--- config.mk ---
export PLATFORM = sky130hd
export DESIGN_NAME = debug_subsystem
export DESIGN_NICKNAME = d
export VERILOG_FILES = /design/src/logic/debug_pkg.sv /design/src/logic/debug_subsystem.sv /design/src/logic/sba_obi_master.sv /design/src/logic/dm_regs.sv /design/src/logic/jtag_tap.sv
export SDC_FILE = /design/constraint.sdc
export NUM_CORES = 1
export LEC_CHECK = 0
export BUFFER_PORTS_ARGS = -buffer_cell sky130_fd_sc_hd__buf_2
export CELL_PAD_IN_SITES_DETAIL_PLACEMENT = 1
export CELL_PAD_IN_SITES_GLOBAL_PLACEMENT = 1
export CORE_MARGIN = 2
export CORE_UTILIZATION = 25
export DETAILED_ROUTE_END_ITERATION = 7
export PLACE_DENSITY_LB_ADDON = 0.15
export RECOVER_POWER = 50
export SYNTH_ARGS = -nofsm -noshare
export SYNTH_HDL_FRONTEND = slang
export SYNTH_HIERARCHICAL = 1
export SYNTH_SLANG_ARGS = --single-unit
--- constraint.sdc ---
create_clock -name clk_i -period 4.95 [get_ports clk_i]
set_input_delay 0.99 -clock clk_i [delete_from_list [all_inputs] [get_ports clk_i]]
set_output_delay 0.99 -clock clk_i [all_outputs]
set_load 0.01 [all_outputs]
--- src/logic/debug_pkg.sv ---
/*
 * Debug subsystem shared types. Covers DMI and OBI transfers, the SBA handshake,
 * the TAP states and the debug module register map.
 */
`default_nettype none

package debug_pkg;

  typedef logic [6:0]  dmi_addr_t;
  typedef logic [31:0] word_t;

  // Responses reuse the request encoding. BUSY is code 3.
  typedef enum logic [1:0] {
    DMI_NOP   = 2'd0,
    DMI_READ  = 2'd1,
    DMI_WRITE = 2'd2,
    DMI_BUSY  = 2'd3
  } dmi_op_t;

  localparam dmi_op_t DMI_OK     = DMI_NOP;
  localparam dmi_op_t DMI_FAILED = DMI_WRITE;

  typedef struct packed {
    dmi_addr_t addr;
    word_t     data;
    dmi_op_t   op;
  } dmi_req_t;

  typedef struct packed {
    word_t   data;
    dmi_op_t op;
  } dmi_resp_t;

  typedef struct packed {
    logic       req;
    logic       we;
    logic [3:0] be;
    word_t      addr;
    word_t      wdata;
  } obi_req_t;

  typedef struct packed {
    logic  gnt;
    logic  rvalid;
    word_t rdata;
  } obi_resp_t;

  typedef struct packed {
    logic  valid;
    logic  we;
    word_t addr;
    word_t wdata;
  } sba_cmd_t;

  typedef struct packed {
    logic  done;
    word_t rdata;
  } sba_rsp_t;

  typedef enum logic [3:0] {
    TAP_RESET, TAP_IDLE,
    TAP_SELECT_DR, TAP_CAPTURE_DR, TAP_SHIFT_DR, TAP_EXIT1_DR,
    TAP_PAUSE_DR, TAP_EXIT2_DR, TAP_UPDATE_DR,
    TAP_SELECT_IR, TAP_CAPTURE_IR, TAP_SHIFT_IR, TAP_EXIT1_IR,
    TAP_PAUSE_IR, TAP_EXIT2_IR, TAP_UPDATE_IR
  } tap_state_t;

  localparam dmi_addr_t ADDR_DATA0      = 7'h04;
  localparam dmi_addr_t ADDR_DMCONTROL  = 7'h10;
  localparam dmi_addr_t ADDR_DMSTATUS   = 7'h11;
  localparam dmi_addr_t ADDR_HARTINFO   = 7'h12;
  localparam dmi_addr_t ADDR_SBCS       = 7'h38;
  localparam dmi_addr_t ADDR_SBADDRESS0 = 7'h39;
  localparam dmi_addr_t ADDR_SBDATA0    = 7'h3c;

  // nscratch 2, dataaccess 1, datasize 1, dataaddr 0.
  localparam word_t HARTINFO_VALUE = {8'h00, 4'd2, 3'b000, 1'b1, 4'd1, 12'h000};

  localparam logic [3:0] DMSTATUS_VERSION = 4'd2;

endpackage

`default_nettype wire
--- src/logic/debug_subsystem.sv ---
/*
 * Debug subsystem top. Joins the JTAG TAP, the debug module registers and
 * the system bus master, and exposes the core and OBI ports.
 */
`timescale 1ns/1ps
`default_nettype none

module debug_subsystem
  import debug_pkg::*;
#(
  parameter word_t jtag_idcode = 32'h10001c05
) (
  input  logic      clk_i,
  input  logic      reset_i,

  input  logic      jtag_tck_i,
  input  logic      jtag_tms_i,
  input  logic      jtag_tdi_i,
  output logic      jtag_tdo_o,

  output logic      debug_ndmreset_no,
  output logic      debug_core_req_o,

  input  obi_req_t  debug_slave_req_i,
  output obi_resp_t debug_slave_resp_o,
  output obi_req_t  debug_master_req_o,
  input  obi_resp_t debug_master_resp_i
);

  dmi_req_t  dmi_req;
  logic      dmi_req_valid;
  dmi_resp_t dmi_resp;
  logic      dmi_resp_valid;
  sba_cmd_t  sba_cmd;
  sba_rsp_t  sba_rsp;
  logic      ndmreset;

  assign debug_ndmreset_no = ~ndmreset;  // Active-low toward the system.

  jtag_tap #(
    .jtag_idcode(jtag_idcode)
  ) jtag_tap_i (
    .clk_i           (clk_i),
    .reset_i         (reset_i),
    .tck_i           (jtag_tck_i),
    .tms_i           (jtag_tms_i),
    .tdi_i           (jtag_tdi_i),
    .tdo_o           (jtag_tdo_o),
    .dmi_req_o       (dmi_req),
    .dmi_req_valid_o (dmi_req_valid),
    .dmi_resp_i      (dmi_resp),
    .dmi_resp_valid_i(dmi_resp_valid)
  );

  dm_regs dm_regs_i (
    .clk_i           (clk_i),
    .reset_i         (reset_i),
    .dmi_req_i       (dmi_req),
    .dmi_req_valid_i (dmi_req_valid),
    .dmi_resp_o      (dmi_resp),
    .dmi_resp_valid_o(dmi_resp_valid),
    .slave_req_i     (debug_slave_req_i),
    .slave_resp_o    (debug_slave_resp_o),
    .sba_cmd_o       (sba_cmd),
    .sba_rsp_i       (sba_rsp),
    .debug_req_o     (debug_core_req_o),
    .ndmreset_o      (ndmreset)
  );

  sba_obi_master sba_obi_master_i (
    .clk_i     (clk_i),
    .reset_i   (reset_i),
    .sba_cmd_i (sba_cmd),
    .sba_rsp_o (sba_rsp),
    .obi_req_o (debug_master_req_o),
    .obi_resp_i(debug_master_resp_i)
  );

endmodule

`default_nettype wire

--- src/logic/sba_obi_master.sv ---
/*
 * System bus access engine. Runs one 32-bit OBI master transaction per
 * command and reports completion with the read data.
 */
`timescale 1ns/1ps
`default_nettype none

module sba_obi_master
  import debug_pkg::*;
(
  input  logic      clk_i,
  input  logic      reset_i,
  input  sba_cmd_t  sba_cmd_i,
  output sba_rsp_t  sba_rsp_o,
  output obi_req_t  obi_req_o,
  input  obi_resp_t obi_resp_i
);

  typedef enum logic [1:0] {
    SBA_IDLE,
    SBA_REQ,
    SBA_WAIT
  } sba_state_t;

  sba_state_t state_q, state_d;
  logic       we_q;
  word_t      addr_q, wdata_q;

  always_comb begin
    state_d = state_q;
    case (state_q)
      SBA_IDLE: begin
        if (sba_cmd_i.valid) begin
          state_d = SBA_REQ;
        end
      end
      SBA_REQ: begin
        if (obi_resp_i.gnt) begin
          state_d = SBA_WAIT;
        end
      end
      SBA_WAIT: begin
        if (obi_resp_i.rvalid) begin
          state_d = SBA_IDLE;
        end
      end
      default: state_d = SBA_IDLE;
    endcase
  end

  always_ff @(posedge clk_i) begin
    if (reset_i) begin
      state_q <= SBA_IDLE;
    end else begin
      state_q <= state_d;
    end
  end

  // Fields are latched once and held through the grant.
  always_ff @(posedge clk_i) begin
    if (state_q == SBA_IDLE && sba_cmd_i.valid) begin
      we_q    <= sba_cmd_i.we;
      addr_q  <= sba_cmd_i.addr;
      wdata_q <= sba_cmd_i.wdata;
    end
  end

  assign obi_req_o = '{
    req:   (state_q == SBA_REQ),
    we:    we_q,
    be:    4'hf,  // Word accesses only.
    addr:  addr_q,
    wdata: wdata_q
  };

  assign sba_rsp_o = '{done: (state_q == SBA_WAIT) && obi_resp_i.rvalid,
                       rdata: obi_resp_i.rdata};

  a_addr_stable : assert property (@(posedge clk_i) disable iff (reset_i)
    obi_req_o.req && !obi_resp_i.gnt |=> obi_req_o.req && $stable(obi_req_o.addr))
    else $error("OBI master request changed before grant");

endmodule

`default_nettype wire

--- src/logic/dm_regs.sv ---
/*
 * Debug module registers. Decodes DMI accesses, drives halt and reset
 * requests, serves data0 to the core over OBI and launches bus accesses.
 */
`timescale 1ns/1ps
`default_nettype none

module dm_regs
  import debug_pkg::*;
(
  input  logic      clk_i,
  input  logic      reset_i,
  input  dmi_req_t  dmi_req_i,
  input  logic      dmi_req_valid_i,
  output dmi_resp_t dmi_resp_o,
  output logic      dmi_resp_valid_o,
  input  obi_req_t  slave_req_i,
  output obi_resp_t slave_resp_o,
  output sba_cmd_t  sba_cmd_o,
  input  sba_rsp_t  sba_rsp_i,
  output logic      debug_req_o,
  output logic      ndmreset_o
);

  logic  dmactive_q, ndmreset_q, haltreq_q;
  logic  sbreadonaddr_q, sbautoinc_q, sbreadondata_q, sbbusy_q;
  word_t data0_q, sbaddress_q, sbdata_q;
  word_t data0_merged, rdata, dmstatus, sbcs;

  logic  req_read, req_write, sba_blocked;
  logic  wr_dmcontrol, wr_data0, wr_sbcs, wr_sbaddress, wr_sbdata, rd_sbdata;
  logic  sba_launch;

  logic    resp_valid_q;
  word_t   resp_data_q;
  dmi_op_t resp_op_q;
  logic    slave_rvalid_q;
  word_t   slave_rdata_q;
  logic    sba_valid_q, sba_we_q;
  word_t   sba_addr_q, sba_wdata_q;

  assign req_read    = dmi_req_valid_i && (dmi_req_i.op == DMI_READ);
  assign req_write   = dmi_req_valid_i && (dmi_req_i.op == DMI_WRITE);
  // A running bus access locks the registers it depends on.
  assign sba_blocked = sbbusy_q &&
                       (dmi_req_i.addr == ADDR_SBDATA0 || dmi_req_i.addr == ADDR_SBADDRESS0);

  assign wr_dmcontrol = req_write && (dmi_req_i.addr == ADDR_DMCONTROL);
  assign wr_data0     = req_write && (dmi_req_i.addr == ADDR_DATA0);
  assign wr_sbcs      = req_write && (dmi_req_i.addr == ADDR_SBCS);
  assign wr_sbaddress = req_write && (dmi_req_i.addr == ADDR_SBADDRESS0) && !sba_blocked;
  assign wr_sbdata    = req_write && (dmi_req_i.addr == ADDR_SBDATA0) && !sba_blocked;
  assign rd_sbdata    = req_read && (dmi_req_i.addr == ADDR_SBDATA0) && !sba_blocked;

  assign sba_launch = wr_sbdata || (wr_sbaddress && sbreadonaddr_q) ||
                      (rd_sbdata && sbreadondata_q);

  assign debug_req_o = haltreq_q & dmactive_q;
  assign ndmreset_o  = ndmreset_q;

  // The hart counts as halted as soon as the halt request is up.
  assign dmstatus = {20'b0, ~debug_req_o, ~debug_req_o, debug_req_o, debug_req_o,
                     1'b1, 3'b000, DMSTATUS_VERSION};
  assign sbcs = {3'd1, 6'b0, 1'b0, sbbusy_q, sbreadonaddr_q, 3'd2, sbautoinc_q,
                 sbreadondata_q, 3'b000, 7'd32, 5'b00100};

  always_comb begin
    case (dmi_req_i.addr)
      ADDR_DATA0:      rdata = data0_q;
      ADDR_DMCONTROL:  rdata = {haltreq_q, 29'b0, ndmreset_q, dmactive_q};
      ADDR_DMSTATUS:   rdata = dmstatus;
      ADDR_HARTINFO:   rdata = HARTINFO_VALUE;
      ADDR_SBCS:       rdata = sbcs;
      ADDR_SBADDRESS0: rdata = sbaddress_q;
      ADDR_SBDATA0:    rdata = sbdata_q;
      default:         rdata = '0;
    endcase
  end

  always_comb begin
    data0_merged = data0_q;
    for (int b = 0; b < 4; b++) begin
      if (slave_req_i.be[b]) begin
        data0_merged[8*b +: 8] = slave_req_i.wdata[8*b +: 8];
      end
    end
  end

  always_ff @(posedge clk_i) begin
    if (reset_i) begin
      dmactive_q     <= 1'b0;
      ndmreset_q     <= 1'b0;
      haltreq_q      <= 1'b0;
      sbreadonaddr_q <= 1'b0;
      sbautoinc_q    <= 1'b0;
      sbreadondata_q <= 1'b0;
      sbbusy_q       <= 1'b0;
      resp_valid_q   <= 1'b0;
      slave_rvalid_q <= 1'b0;
      sba_valid_q    <= 1'b0;
    end else begin
      resp_valid_q   <= dmi_req_valid_i;
      slave_rvalid_q <= slave_req_i.req;
      sba_valid_q    <= sba_launch;
      if (wr_dmcontrol) begin
        dmactive_q <= dmi_req_i.data[0];
        ndmreset_q <= dmi_req_i.data[0] & dmi_req_i.data[1];  // dmactive low clears the DM.
        haltreq_q  <= dmi_req_i.data[0] & dmi_req_i.data[31];
      end
      if (wr_sbcs) begin
        sbreadonaddr_q <= dmi_req_i.data[20];
        sbautoinc_q    <= dmi_req_i.data[16];
        sbreadondata_q <= dmi_req_i.data[15];
      end
      if (sba_launch) begin
        sbbusy_q <= 1'b1;
      end else if (sba_rsp_i.done) begin
        sbbusy_q <= 1'b0;
      end
    end
  end

  always_ff @(posedge clk_i) begin
    resp_data_q   <= rdata;
    resp_op_q     <= sba_blocked ? DMI_BUSY : DMI_OK;
    slave_rdata_q <= data0_q;
    if (wr_data0) begin
      data0_q <= dmi_req_i.data;
    end else if (slave_req_i.req && slave_req_i.we) begin
      data0_q <= data0_merged;
    end
    if (wr_sbaddress) begin
      sbaddress_q <= dmi_req_i.data;
    end else if (sba_rsp_i.done && sbautoinc_q) begin
      sbaddress_q <= sbaddress_q + 32'd4;
    end
    if (wr_sbdata) begin
      sbdata_q <= dmi_req_i.data;
    end else if (sba_rsp_i.done && !sba_we_q) begin
      sbdata_q <= sba_rsp_i.rdata;
    end
    if (sba_launch) begin
      sba_we_q    <= wr_sbdata;
      sba_addr_q  <= wr_sbaddress ? dmi_req_i.data : sbaddress_q;
      sba_wdata_q <= dmi_req_i.data;
    end
  end

  assign dmi_resp_o       = '{data: resp_data_q, op: resp_op_q};
  assign dmi_resp_valid_o = resp_valid_q;
  assign slave_resp_o     = '{gnt: slave_req_i.req, rvalid: slave_rvalid_q, rdata: slave_rdata_q};
  assign sba_cmd_o        = '{valid: sba_valid_q, we: sba_we_q, addr: sba_addr_q,
                              wdata: sba_wdata_q};

  a_no_cmd_when_busy : assert property (@(posedge clk_i) disable iff (reset_i)
    sba_cmd_o.valid |-> !$past(sbbusy_q))
    else $error("SBA command issued while sbbusy was set");

  a_slave_rvalid : assert property (@(posedge clk_i) disable iff (reset_i)
    slave_req_i.req && slave_resp_o.gnt |=> slave_resp_o.rvalid)
    else $error("OBI slave rvalid missing after grant");

endmodule

`default_nettype wire

--- src/logic/jtag_tap.sv ---
/*
 * JTAG TAP oversampled in the system clock. Provides IDCODE, DTMCS and the
 * 41-bit DMI chain that turns scans into debug module register requests.
 */
`timescale 1ns/1ps
`default_nettype none

module jtag_tap
  import debug_pkg::*;
#(
  parameter word_t jtag_idcode = 32'h10001c05
) (
  input  logic      clk_i,
  input  logic      reset_i,
  input  logic      tck_i,
  input  logic      tms_i,
  input  logic      tdi_i,
  output logic      tdo_o,
  output dmi_req_t  dmi_req_o,
  output logic      dmi_req_valid_o,
  input  dmi_resp_t dmi_resp_i,
  input  logic      dmi_resp_valid_i
);

  localparam logic [4:0] IR_IDCODE = 5'h01;
  localparam logic [4:0] IR_DTMCS  = 5'h10;
  localparam logic [4:0] IR_DMI    = 5'h11;

  // Idle hint 1, abits 7, version 1 (0.13).
  localparam word_t DTMCS_VALUE = {17'b0, 3'd1, 2'b00, 6'd7, 4'd1};

  logic [1:0] tck_sync_q, tms_sync_q, tdi_sync_q;
  logic       tck_prev_q;
  logic       tck_rise, tck_fall, tms, tdi;

  tap_state_t  state_q, state_d;
  logic [4:0]  ir_q, ir_shift_q;
  logic [40:0] dr_q;
  logic        tdo_q;
  dmi_req_t    dmi_req_q;
  logic        dmi_req_valid_q;
  dmi_resp_t   resp_q;
  logic        resp_seen_q;
  dmi_op_t     captured_op;
  logic        dmi_issue;

  assign tck_rise = tck_sync_q[1] & ~tck_prev_q;
  assign tck_fall = ~tck_sync_q[1] & tck_prev_q;
  assign tms      = tms_sync_q[1];
  assign tdi      = tdi_sync_q[1];

  assign captured_op = resp_seen_q ? resp_q.op : DMI_BUSY;  // No answer yet reads as busy.
  assign dmi_issue   = tck_rise && (state_q == TAP_UPDATE_DR) && (ir_q == IR_DMI) &&
                       ((dr_q[1:0] == DMI_READ) || (dr_q[1:0] == DMI_WRITE));

  always_comb begin
    case (state_q)
      TAP_RESET:      state_d = tms ? TAP_RESET     : TAP_IDLE;
      TAP_IDLE:       state_d = tms ? TAP_SELECT_DR : TAP_IDLE;
      TAP_SELECT_DR:  state_d = tms ? TAP_SELECT_IR : TAP_CAPTURE_DR;
      TAP_CAPTURE_DR: state_d = tms ? TAP_EXIT1_DR  : TAP_SHIFT_DR;
      TAP_SHIFT_DR:   state_d = tms ? TAP_EXIT1_DR  : TAP_SHIFT_DR;
      TAP_EXIT1_DR:   state_d = tms ? TAP_UPDATE_DR : TAP_PAUSE_DR;
      TAP_PAUSE_DR:   state_d = tms ? TAP_EXIT2_DR  : TAP_PAUSE_DR;
      TAP_EXIT2_DR:   state_d = tms ? TAP_UPDATE_DR : TAP_SHIFT_DR;
      TAP_UPDATE_DR:  state_d = tms ? TAP_SELECT_DR : TAP_IDLE;
      TAP_SELECT_IR:  state_d = tms ? TAP_RESET     : TAP_CAPTURE_IR;
      TAP_CAPTURE_IR: state_d = tms ? TAP_EXIT1_IR  : TAP_SHIFT_IR;
      TAP_SHIFT_IR:   state_d = tms ? TAP_EXIT1_IR  : TAP_SHIFT_IR;
      TAP_EXIT1_IR:   state_d = tms ? TAP_UPDATE_IR : TAP_PAUSE_IR;
      TAP_PAUSE_IR:   state_d = tms ? TAP_EXIT2_IR  : TAP_PAUSE_IR;
      TAP_EXIT2_IR:   state_d = tms ? TAP_UPDATE_IR : TAP_SHIFT_IR;
      default:        state_d = tms ? TAP_SELECT_DR : TAP_IDLE;
    endcase
  end

  always_ff @(posedge clk_i) begin
    if (reset_i) begin
      tck_sync_q      <= '0;
      tms_sync_q      <= '0;
      tdi_sync_q      <= '0;
      tck_prev_q      <= 1'b0;
      state_q         <= TAP_RESET;
      ir_q            <= IR_IDCODE;
      tdo_q           <= 1'b0;
      dmi_req_valid_q <= 1'b0;
      resp_seen_q     <= 1'b0;
    end else begin
      tck_sync_q      <= {tck_sync_q[0], tck_i};
      tms_sync_q      <= {tms_sync_q[0], tms_i};
      tdi_sync_q      <= {tdi_sync_q[0], tdi_i};
      tck_prev_q      <= tck_sync_q[1];
      dmi_req_valid_q <= dmi_issue;
      if (tck_rise) begin
        state_q <= state_d;
      end
      if (state_q == TAP_RESET) begin
        ir_q <= IR_IDCODE;
      end else if (tck_rise && state_q == TAP_UPDATE_IR) begin
        ir_q <= ir_shift_q;
      end
      if (tck_fall) begin  // TDO moves on the falling edge only.
        tdo_q <= (state_q == TAP_SHIFT_DR) ? dr_q[0] :
                 (state_q == TAP_SHIFT_IR) ? ir_shift_q[0] : 1'b0;
      end
      if (dmi_issue) begin
        resp_seen_q <= 1'b0;
      end else if (dmi_resp_valid_i) begin
        resp_seen_q <= 1'b1;
      end
    end
  end

  always_ff @(posedge clk_i) begin
    if (tck_rise) begin
      case (state_q)
        TAP_CAPTURE_IR: ir_shift_q <= 5'b00001;
        TAP_SHIFT_IR:   ir_shift_q <= {tdi, ir_shift_q[4:1]};
        TAP_CAPTURE_DR: begin
          case (ir_q)
            IR_IDCODE: dr_q <= {9'b0, jtag_idcode};
            IR_DTMCS:  dr_q <= {9'b0, DTMCS_VALUE};
            IR_DMI:    dr_q <= {dmi_req_q.addr, resp_q.data, captured_op};
            default:   dr_q <= '0;
          endcase
        end
        TAP_SHIFT_DR: begin
          case (ir_q)
            IR_DMI:              dr_q <= {tdi, dr_q[40:1]};
            IR_IDCODE, IR_DTMCS: dr_q <= {9'b0, tdi, dr_q[31:1]};
            default:             dr_q <= {40'b0, tdi};  // Bypass.
          endcase
        end
        default: ;
      endcase
    end
    if (dmi_issue) begin
      dmi_req_q <= dr_q;
    end
    if (dmi_resp_valid_i) begin
      resp_q <= dmi_resp_i;
    end
  end

  assign tdo_o           = tdo_q;
  assign dmi_req_o       = dmi_req_q;
  assign dmi_req_valid_o = dmi_req_valid_q;

  a_req_single_pulse : assert property (@(posedge clk_i) disable iff (reset_i)
    dmi_req_valid_o |=> !dmi_req_valid_o)
    else $error("DMI request valid held for more than one cycle");

  a_reset_state : assert property (@(posedge clk_i) reset_i |=> state_q == TAP_RESET)
    else $error("TAP not in Test-Logic-Reset after reset");

endmodule

`default_nettype wire

==> summary by stage <==
Detailed routing
The detail route stage leaves a number of antenna-violating nets equal to 0. The number of detailed-route iterations in the first pass is 6. The average wire length per cell after detail routing is 21.7 um. The via density per instance is between 4 and 5. For this block, the initial DRC count from the detailed router was 913. The via count is ~10000. After detailed routing, the total wire length is 49.1 mm. The residual DRC count is 0.

Yosys
The number of different library cells used by synthesis comes to 67. The xor/xnor share of the synthesized area is 1.55%. In the synthesized netlist, mux cells make up 4.80% of the area.

Yosys printed 6 warnings. The synthesized netlist devotes 0.0740% of its cell area to adder and majority cells. The number of flops mapped to enable cells by yosys is 347. The share of the Yosys chip area taken by registers is 73.0%. The leading register cell type out of synthesis is sky130_fd_sc_hd__edfxtp_1. Of all flip-flops after synthesis, the portion carrying an async set or reset was 0%. After synthesis the netlist holds a flip-flop and latch count of ~440.

The post-synth design cell area is 0.0169 mm2. The synthesized netlist devotes 6.24% of its cell area to compound gates. A synthesized cell averages 14.2 um2. After synthesis, the largest family of logic cells by area is simple AND/OR/NAND/NOR gates. The post-synthesis simple-gate area fraction is about a tenth. Synthesis produced a netlist whose cell count is roughly 1200.

Power
Of the total power, combinational logic draws 1.4%. The analysis attributes to net switching a power of about 1.6 mW. The part of the total power dissipated in sequential elements is 48.7%. Net switching is 19.9% of the power.

The share of total power dissipated in the clock network is 50.0%. The static power due to leakage is 7.06 nW. Across the VDD grid, the largest voltage drop is 0.240 mV.

The total power per unit cell area is 408 mW/mm2. Internal power comes to 6.62 mW.

Min path
The worst hold path terminates at dm_regs_i/slave_rdata_q[6]. The min-delay analysis places its worst path in the category reg -> reg. In this run the most critical hold path is launched from dm_regs_i/data0_q[6]. The count of cells along the worst hold path is 0.

Timing
The tightest hold path in the finished design has a slack of just under 400 ps. The worst max-slew margin expressed relative to the limit is -46.4%. The accumulated negative setup slack is 0 ps. The maximum operating frequency is between 200 and 300 MHz. Clock skew on the completed layout was measured at 19.9 ps. The post-route fraction of the period consumed by the critical path is roughly four fifths. Setup violations remaining at the end of the flow were counted as 0. The final hold violation count is 0. For the pin with the worst max-slew slack, the measured transition is 2200 ps.

Setup repair after global routing left no endpoint under its margin. For the finished layout, the period the worst path requires is 3880 ps. The count of final max-slew check failures is approximately 160.

Critical path
The critical path class is reg -> reg. The top fanout value on the critical path is 36. STA classifies the critical path startpoint as a flip-flop. The family of cells with the greatest summed delay on the critical path is buffers and inverters. The delay of the slowest cell on the worst path is around 1600 ps. The source of the worst register-to-register timing path is jtag_tap_i/state_q[2]. STA classifies the critical path endpoint as a flip-flop. The worst reg2reg path depth is 5.

The required time reported for the critical path endpoint is 5410 ps. The data arrival time at the worst-slack endpoint is 4330 ps. The number of buffers and inverters on the critical path is 1.

The slack of the worst reg-to-reg path is approximately 1100 ps. The reg-to-reg endpoint is jtag_tap_i/dr_q[2]. The slowest cell on the critical path is sky130_fd_sc_hd__clkbuf_1. Walking the worst path, the cells encountered are nor4b_4 > clkbuf_1 > a21oi_1 > nor2_1 > o221a_2.

Clock tree
TritonCTS created between 50 and 60 clock buffers. The tree is rooted in a sky130_fd_sc_hd__clkbuf_16. Buffers added to address setup during post-CTS repair amount to 0.

The clock-pin slew on the worst setup and hold paths is around 60 ps. The number of hold-repair buffers added at the cts stage is 0. The number of sinks handled by clock tree synthesis is approximately 440. The TritonCTS clock tree is yes. The deepest clock path buffer count is 3. The later pin in the worst-skew pair is clocked with a latency of roughly 590 ps. In this run the number of H-tree levels came out at 2. The number of gates resized after cts is 0.

Place
The last weighted congestion value of the routability-driven placer is 0.753. The estimated wirelength of the detail-placed design is 33.1 mm. The cell area after placement is around 0.019 mm2. In this run the tool buffered the top-level ports with 179 buffer cells. The number of cells after detailed placement is 2168.

Floorplan
The die outline width is 264 um. The core region area is 0.0670 mm2. The floorplan step defined a die boundary enclosing 0.0698 mm2.

Measured along the y axis, the die boundary spans 264 um. The number of core rows is 95. The number of top-level pins is ~220. The effective utilization at floorplan is 25.2%.

Final layout
The share of the core filled with cells in the final layout is approximately 30%. The post-route netlist has 17.5% of its cells at a drive strength greater than 1. In the layout the commonest cells are sky130_fd_sc_hd__edfxtp_1, sky130_fd_sc_hd__nand2_1, sky130_fd_sc_hd__clkbuf_1. The most common cell after layout, fill and taps aside is sky130_fd_sc_hd__edfxtp_1. Counting the fill cells in the layout gives 7226. The final instance count without filler cells is 2265. For this run, the post-layout net count is 1459. With fillers left out, the area of the finished cells amounts to 0.0202 mm2. From synthesis to final layout, the design area changed by 19.7%. The number of antenna diodes is 0.

Global route
The number of global-route vias before repair is 10500. The total global routing overflow is 0. For this run, global-route usage on met2 was measured as 22.7%. Entering global routing, the biggest net connects 66 pins. The overall global routing resource usage is 14.0%. The met1 track utilization from global routing is 19.2%.

The number of antenna violations at the first check in global routing is 3. The global-route wire length before repair is about 72 mm. Global routing used 2.73% of the available met3 tracks. The global routing stage identified its most utilized layer as met2.

Status
The flow ran to the end, but the final reports show violations. The final reports fail on capacitance limit, slew limit.

Run
The max-cap check violation count is 5.
## worst max path at each step
stage | start | to | slack, ps | cells after the start
floorplan | jtag_tap_i/state_q[1] | jtag_tap_i/dr_q[0] | 710 | 6
global placement | jtag_tap_i/dmi_req_o[34] | dm_regs_i/data0_q[11] | 1910 | 5
detailed placement | jtag_tap_i/dmi_req_o[34] | dm_regs_i/data0_q[11] | 1800 | 5
CTS | jtag_tap_i/dmi_req_o[34] | dm_regs_i/data0_q[15] | 1800 | 5
global route | jtag_tap_i/state_q[2] | jtag_tap_i/dr_q[2] | 840 | 5
finish | jtag_tap_i/state_q[2] | jtag_tap_i/dr_q[2] | 1070 | 5
## kinds of logic (layout without fill, tap and decap cells)
family	Yosys count	in the layout
flops	443	443
other cells	1	4
xor+xnor	30	30
buf+inv	122	319
simple gates	370	370
mux	73	73
fa+ha+maj	1	1
compound gates	152	152
## cell type report
cell class                 instances  area [um2]  area share (%)
clock buffer                      76        1540            7.58
tap                              873        1090            5.40
inverter                          25        93.8           0.464
timing repair buffer             197         898            4.44
sequential                       443       12300            61.0
multi-input combinational        630        3960            19.6
clock inverter                    21         323            1.59
## synthesized netlist by cell type (3+ instances only)
| master | instances | area share (%) |
|---|---|---|
| sky130_fd_sc_hd__a21oi_1 | 37 | 1.1 |
| sky130_fd_sc_hd__o22ai_1 | 21 | 0.78 |
| sky130_fd_sc_hd__xnor2_1 | 8 | 0.41 |
| sky130_fd_sc_hd__mux2_2 | 39 | 2.6 |
| sky130_fd_sc_hd__nand4_1 | 10 | 0.37 |
| sky130_fd_sc_hd__a211oi_1 | 4 | 0.18 |
| sky130_fd_sc_hd__xor2_1 | 22 | 1.1 |
| sky130_fd_sc_hd__dfxtp_1 | 96 | 11 |
| sky130_fd_sc_hd__inv_1 | 24 | 0.53 |
| sky130_fd_sc_hd__nand3b_1 | 4 | 0.18 |
| sky130_fd_sc_hd__a222oi_1 | 23 | 1.4 |
| sky130_fd_sc_hd__nand3_1 | 27 | 0.80 |
| sky130_fd_sc_hd__mux2_1 | 26 | 1.7 |
| sky130_fd_sc_hd__nor2b_1 | 17 | 0.63 |
| sky130_fd_sc_hd__o221a_1 | 6 | 0.40 |
| sky130_fd_sc_hd__a221oi_1 | 9 | 0.47 |
| sky130_fd_sc_hd__nand2b_1 | 7 | 0.26 |
| sky130_fd_sc_hd__or3_1 | 4 | 0.15 |
| sky130_fd_sc_hd__edfxtp_1 | 347 | 62 |
| sky130_fd_sc_hd__nand2_1 | 209 | 4.6 |
| sky130_fd_sc_hd__nor3_1 | 9 | 0.27 |
| sky130_fd_sc_hd__o31ai_1 | 3 | 0.13 |
| sky130_fd_sc_hd__buf_1 | 3 | 0.067 |
| sky130_fd_sc_hd__o21ai_0 | 29 | 0.86 |
| sky130_fd_sc_hd__mux2i_1 | 8 | 0.47 |
| sky130_fd_sc_hd__nor4_1 | 4 | 0.15 |
| sky130_fd_sc_hd__a21o_1 | 3 | 0.13 |
| sky130_fd_sc_hd__nor4_4 | 3 | 0.38 |
| sky130_fd_sc_hd__and2_1 | 10 | 0.37 |
| sky130_fd_sc_hd__buf_2 | 22 | 0.65 |
| sky130_fd_sc_hd__clkbuf_1 | 28 | 0.62 |
| sky130_fd_sc_hd__nor4_2 | 3 | 0.22 |
| sky130_fd_sc_hd__nor3b_1 | 3 | 0.13 |
| sky130_fd_sc_hd__nor2_1 | 44 | 0.98 |
| sky130_fd_sc_hd__buf_4 | 43 | 1.9 |
## worst reg2reg max path, stage by stage, from the launching register on
cell and delay [ps]:
sky130_fd_sc_hd__dfxtp_1 700, sky130_fd_sc_hd__nor4b_4 290, sky130_fd_sc_hd__clkbuf_1 1580, sky130_fd_sc_hd__a21oi_1 220, sky130_fd_sc_hd__nor2_1 610, sky130_fd_sc_hd__o221a_2 340
## power groups by stage
stage / clock network (mW) / registers (mW) / logic (mW)
after floorplan: 0 / 4.09 / 0.0678
after global placement: 0 / 4.10 / 0.118
after detailed placement: 0 / 4.10 / 0.120
after CTS: 4.26 / 4.02 / 0.121
after global routing: 4.40 / 4.02 / 0.125
final: 4.13 / 4.02 / 0.113
## metal layers
layer  share of wire, %  vias to the layer above
li1                   -                     4668
met1                 46                     5027
met2                 47                      245
met3                5.8                       58
met4                1.8                        0
met5                  0                        -
## metrics by stage
stage | power [mW] | setup slack (ps)
5_1_grt | 8.54 | 838
3_3_place_gp | 4.22 | 1910
3_5_place_dp | 4.22 | 1800
4_1_cts | 8.40 | 1800
2_1_floorplan | 4.16 | 707
6_report | 8.26 | 1070
## flip-flops by register name, summed over array words and instances, names as in the netlist, 2 cells and up
name                      cells
sba_obi_master_i/wdata_q     32
jtag_tap_i/ir_shift_q         5
jtag_tap_i/dr_q              41
jtag_tap_i/dmi_req_o         41
jtag_tap_i/resp_q            34
jtag_tap_i/tms_sync_q         2
jtag_tap_i/tck_sync_q         2
dm_regs_i/resp_data_q        32
jtag_tap_i/tdi_sync_q         2
dm_regs_i/sba_wdata_q        32
jtag_tap_i/state_q            4
dm_regs_i/slave_rdata_q      32
jtag_tap_i/ir_q               5
dm_regs_i/sba_addr_q         32
dm_regs_i/sbdata_q           32
dm_regs_i/data0_q            32
dm_regs_i/sbaddress_q        32
sba_obi_master_i/addr_q      32
sba_obi_master_i/state_q      2
Power figures use the tool's default switching activity.
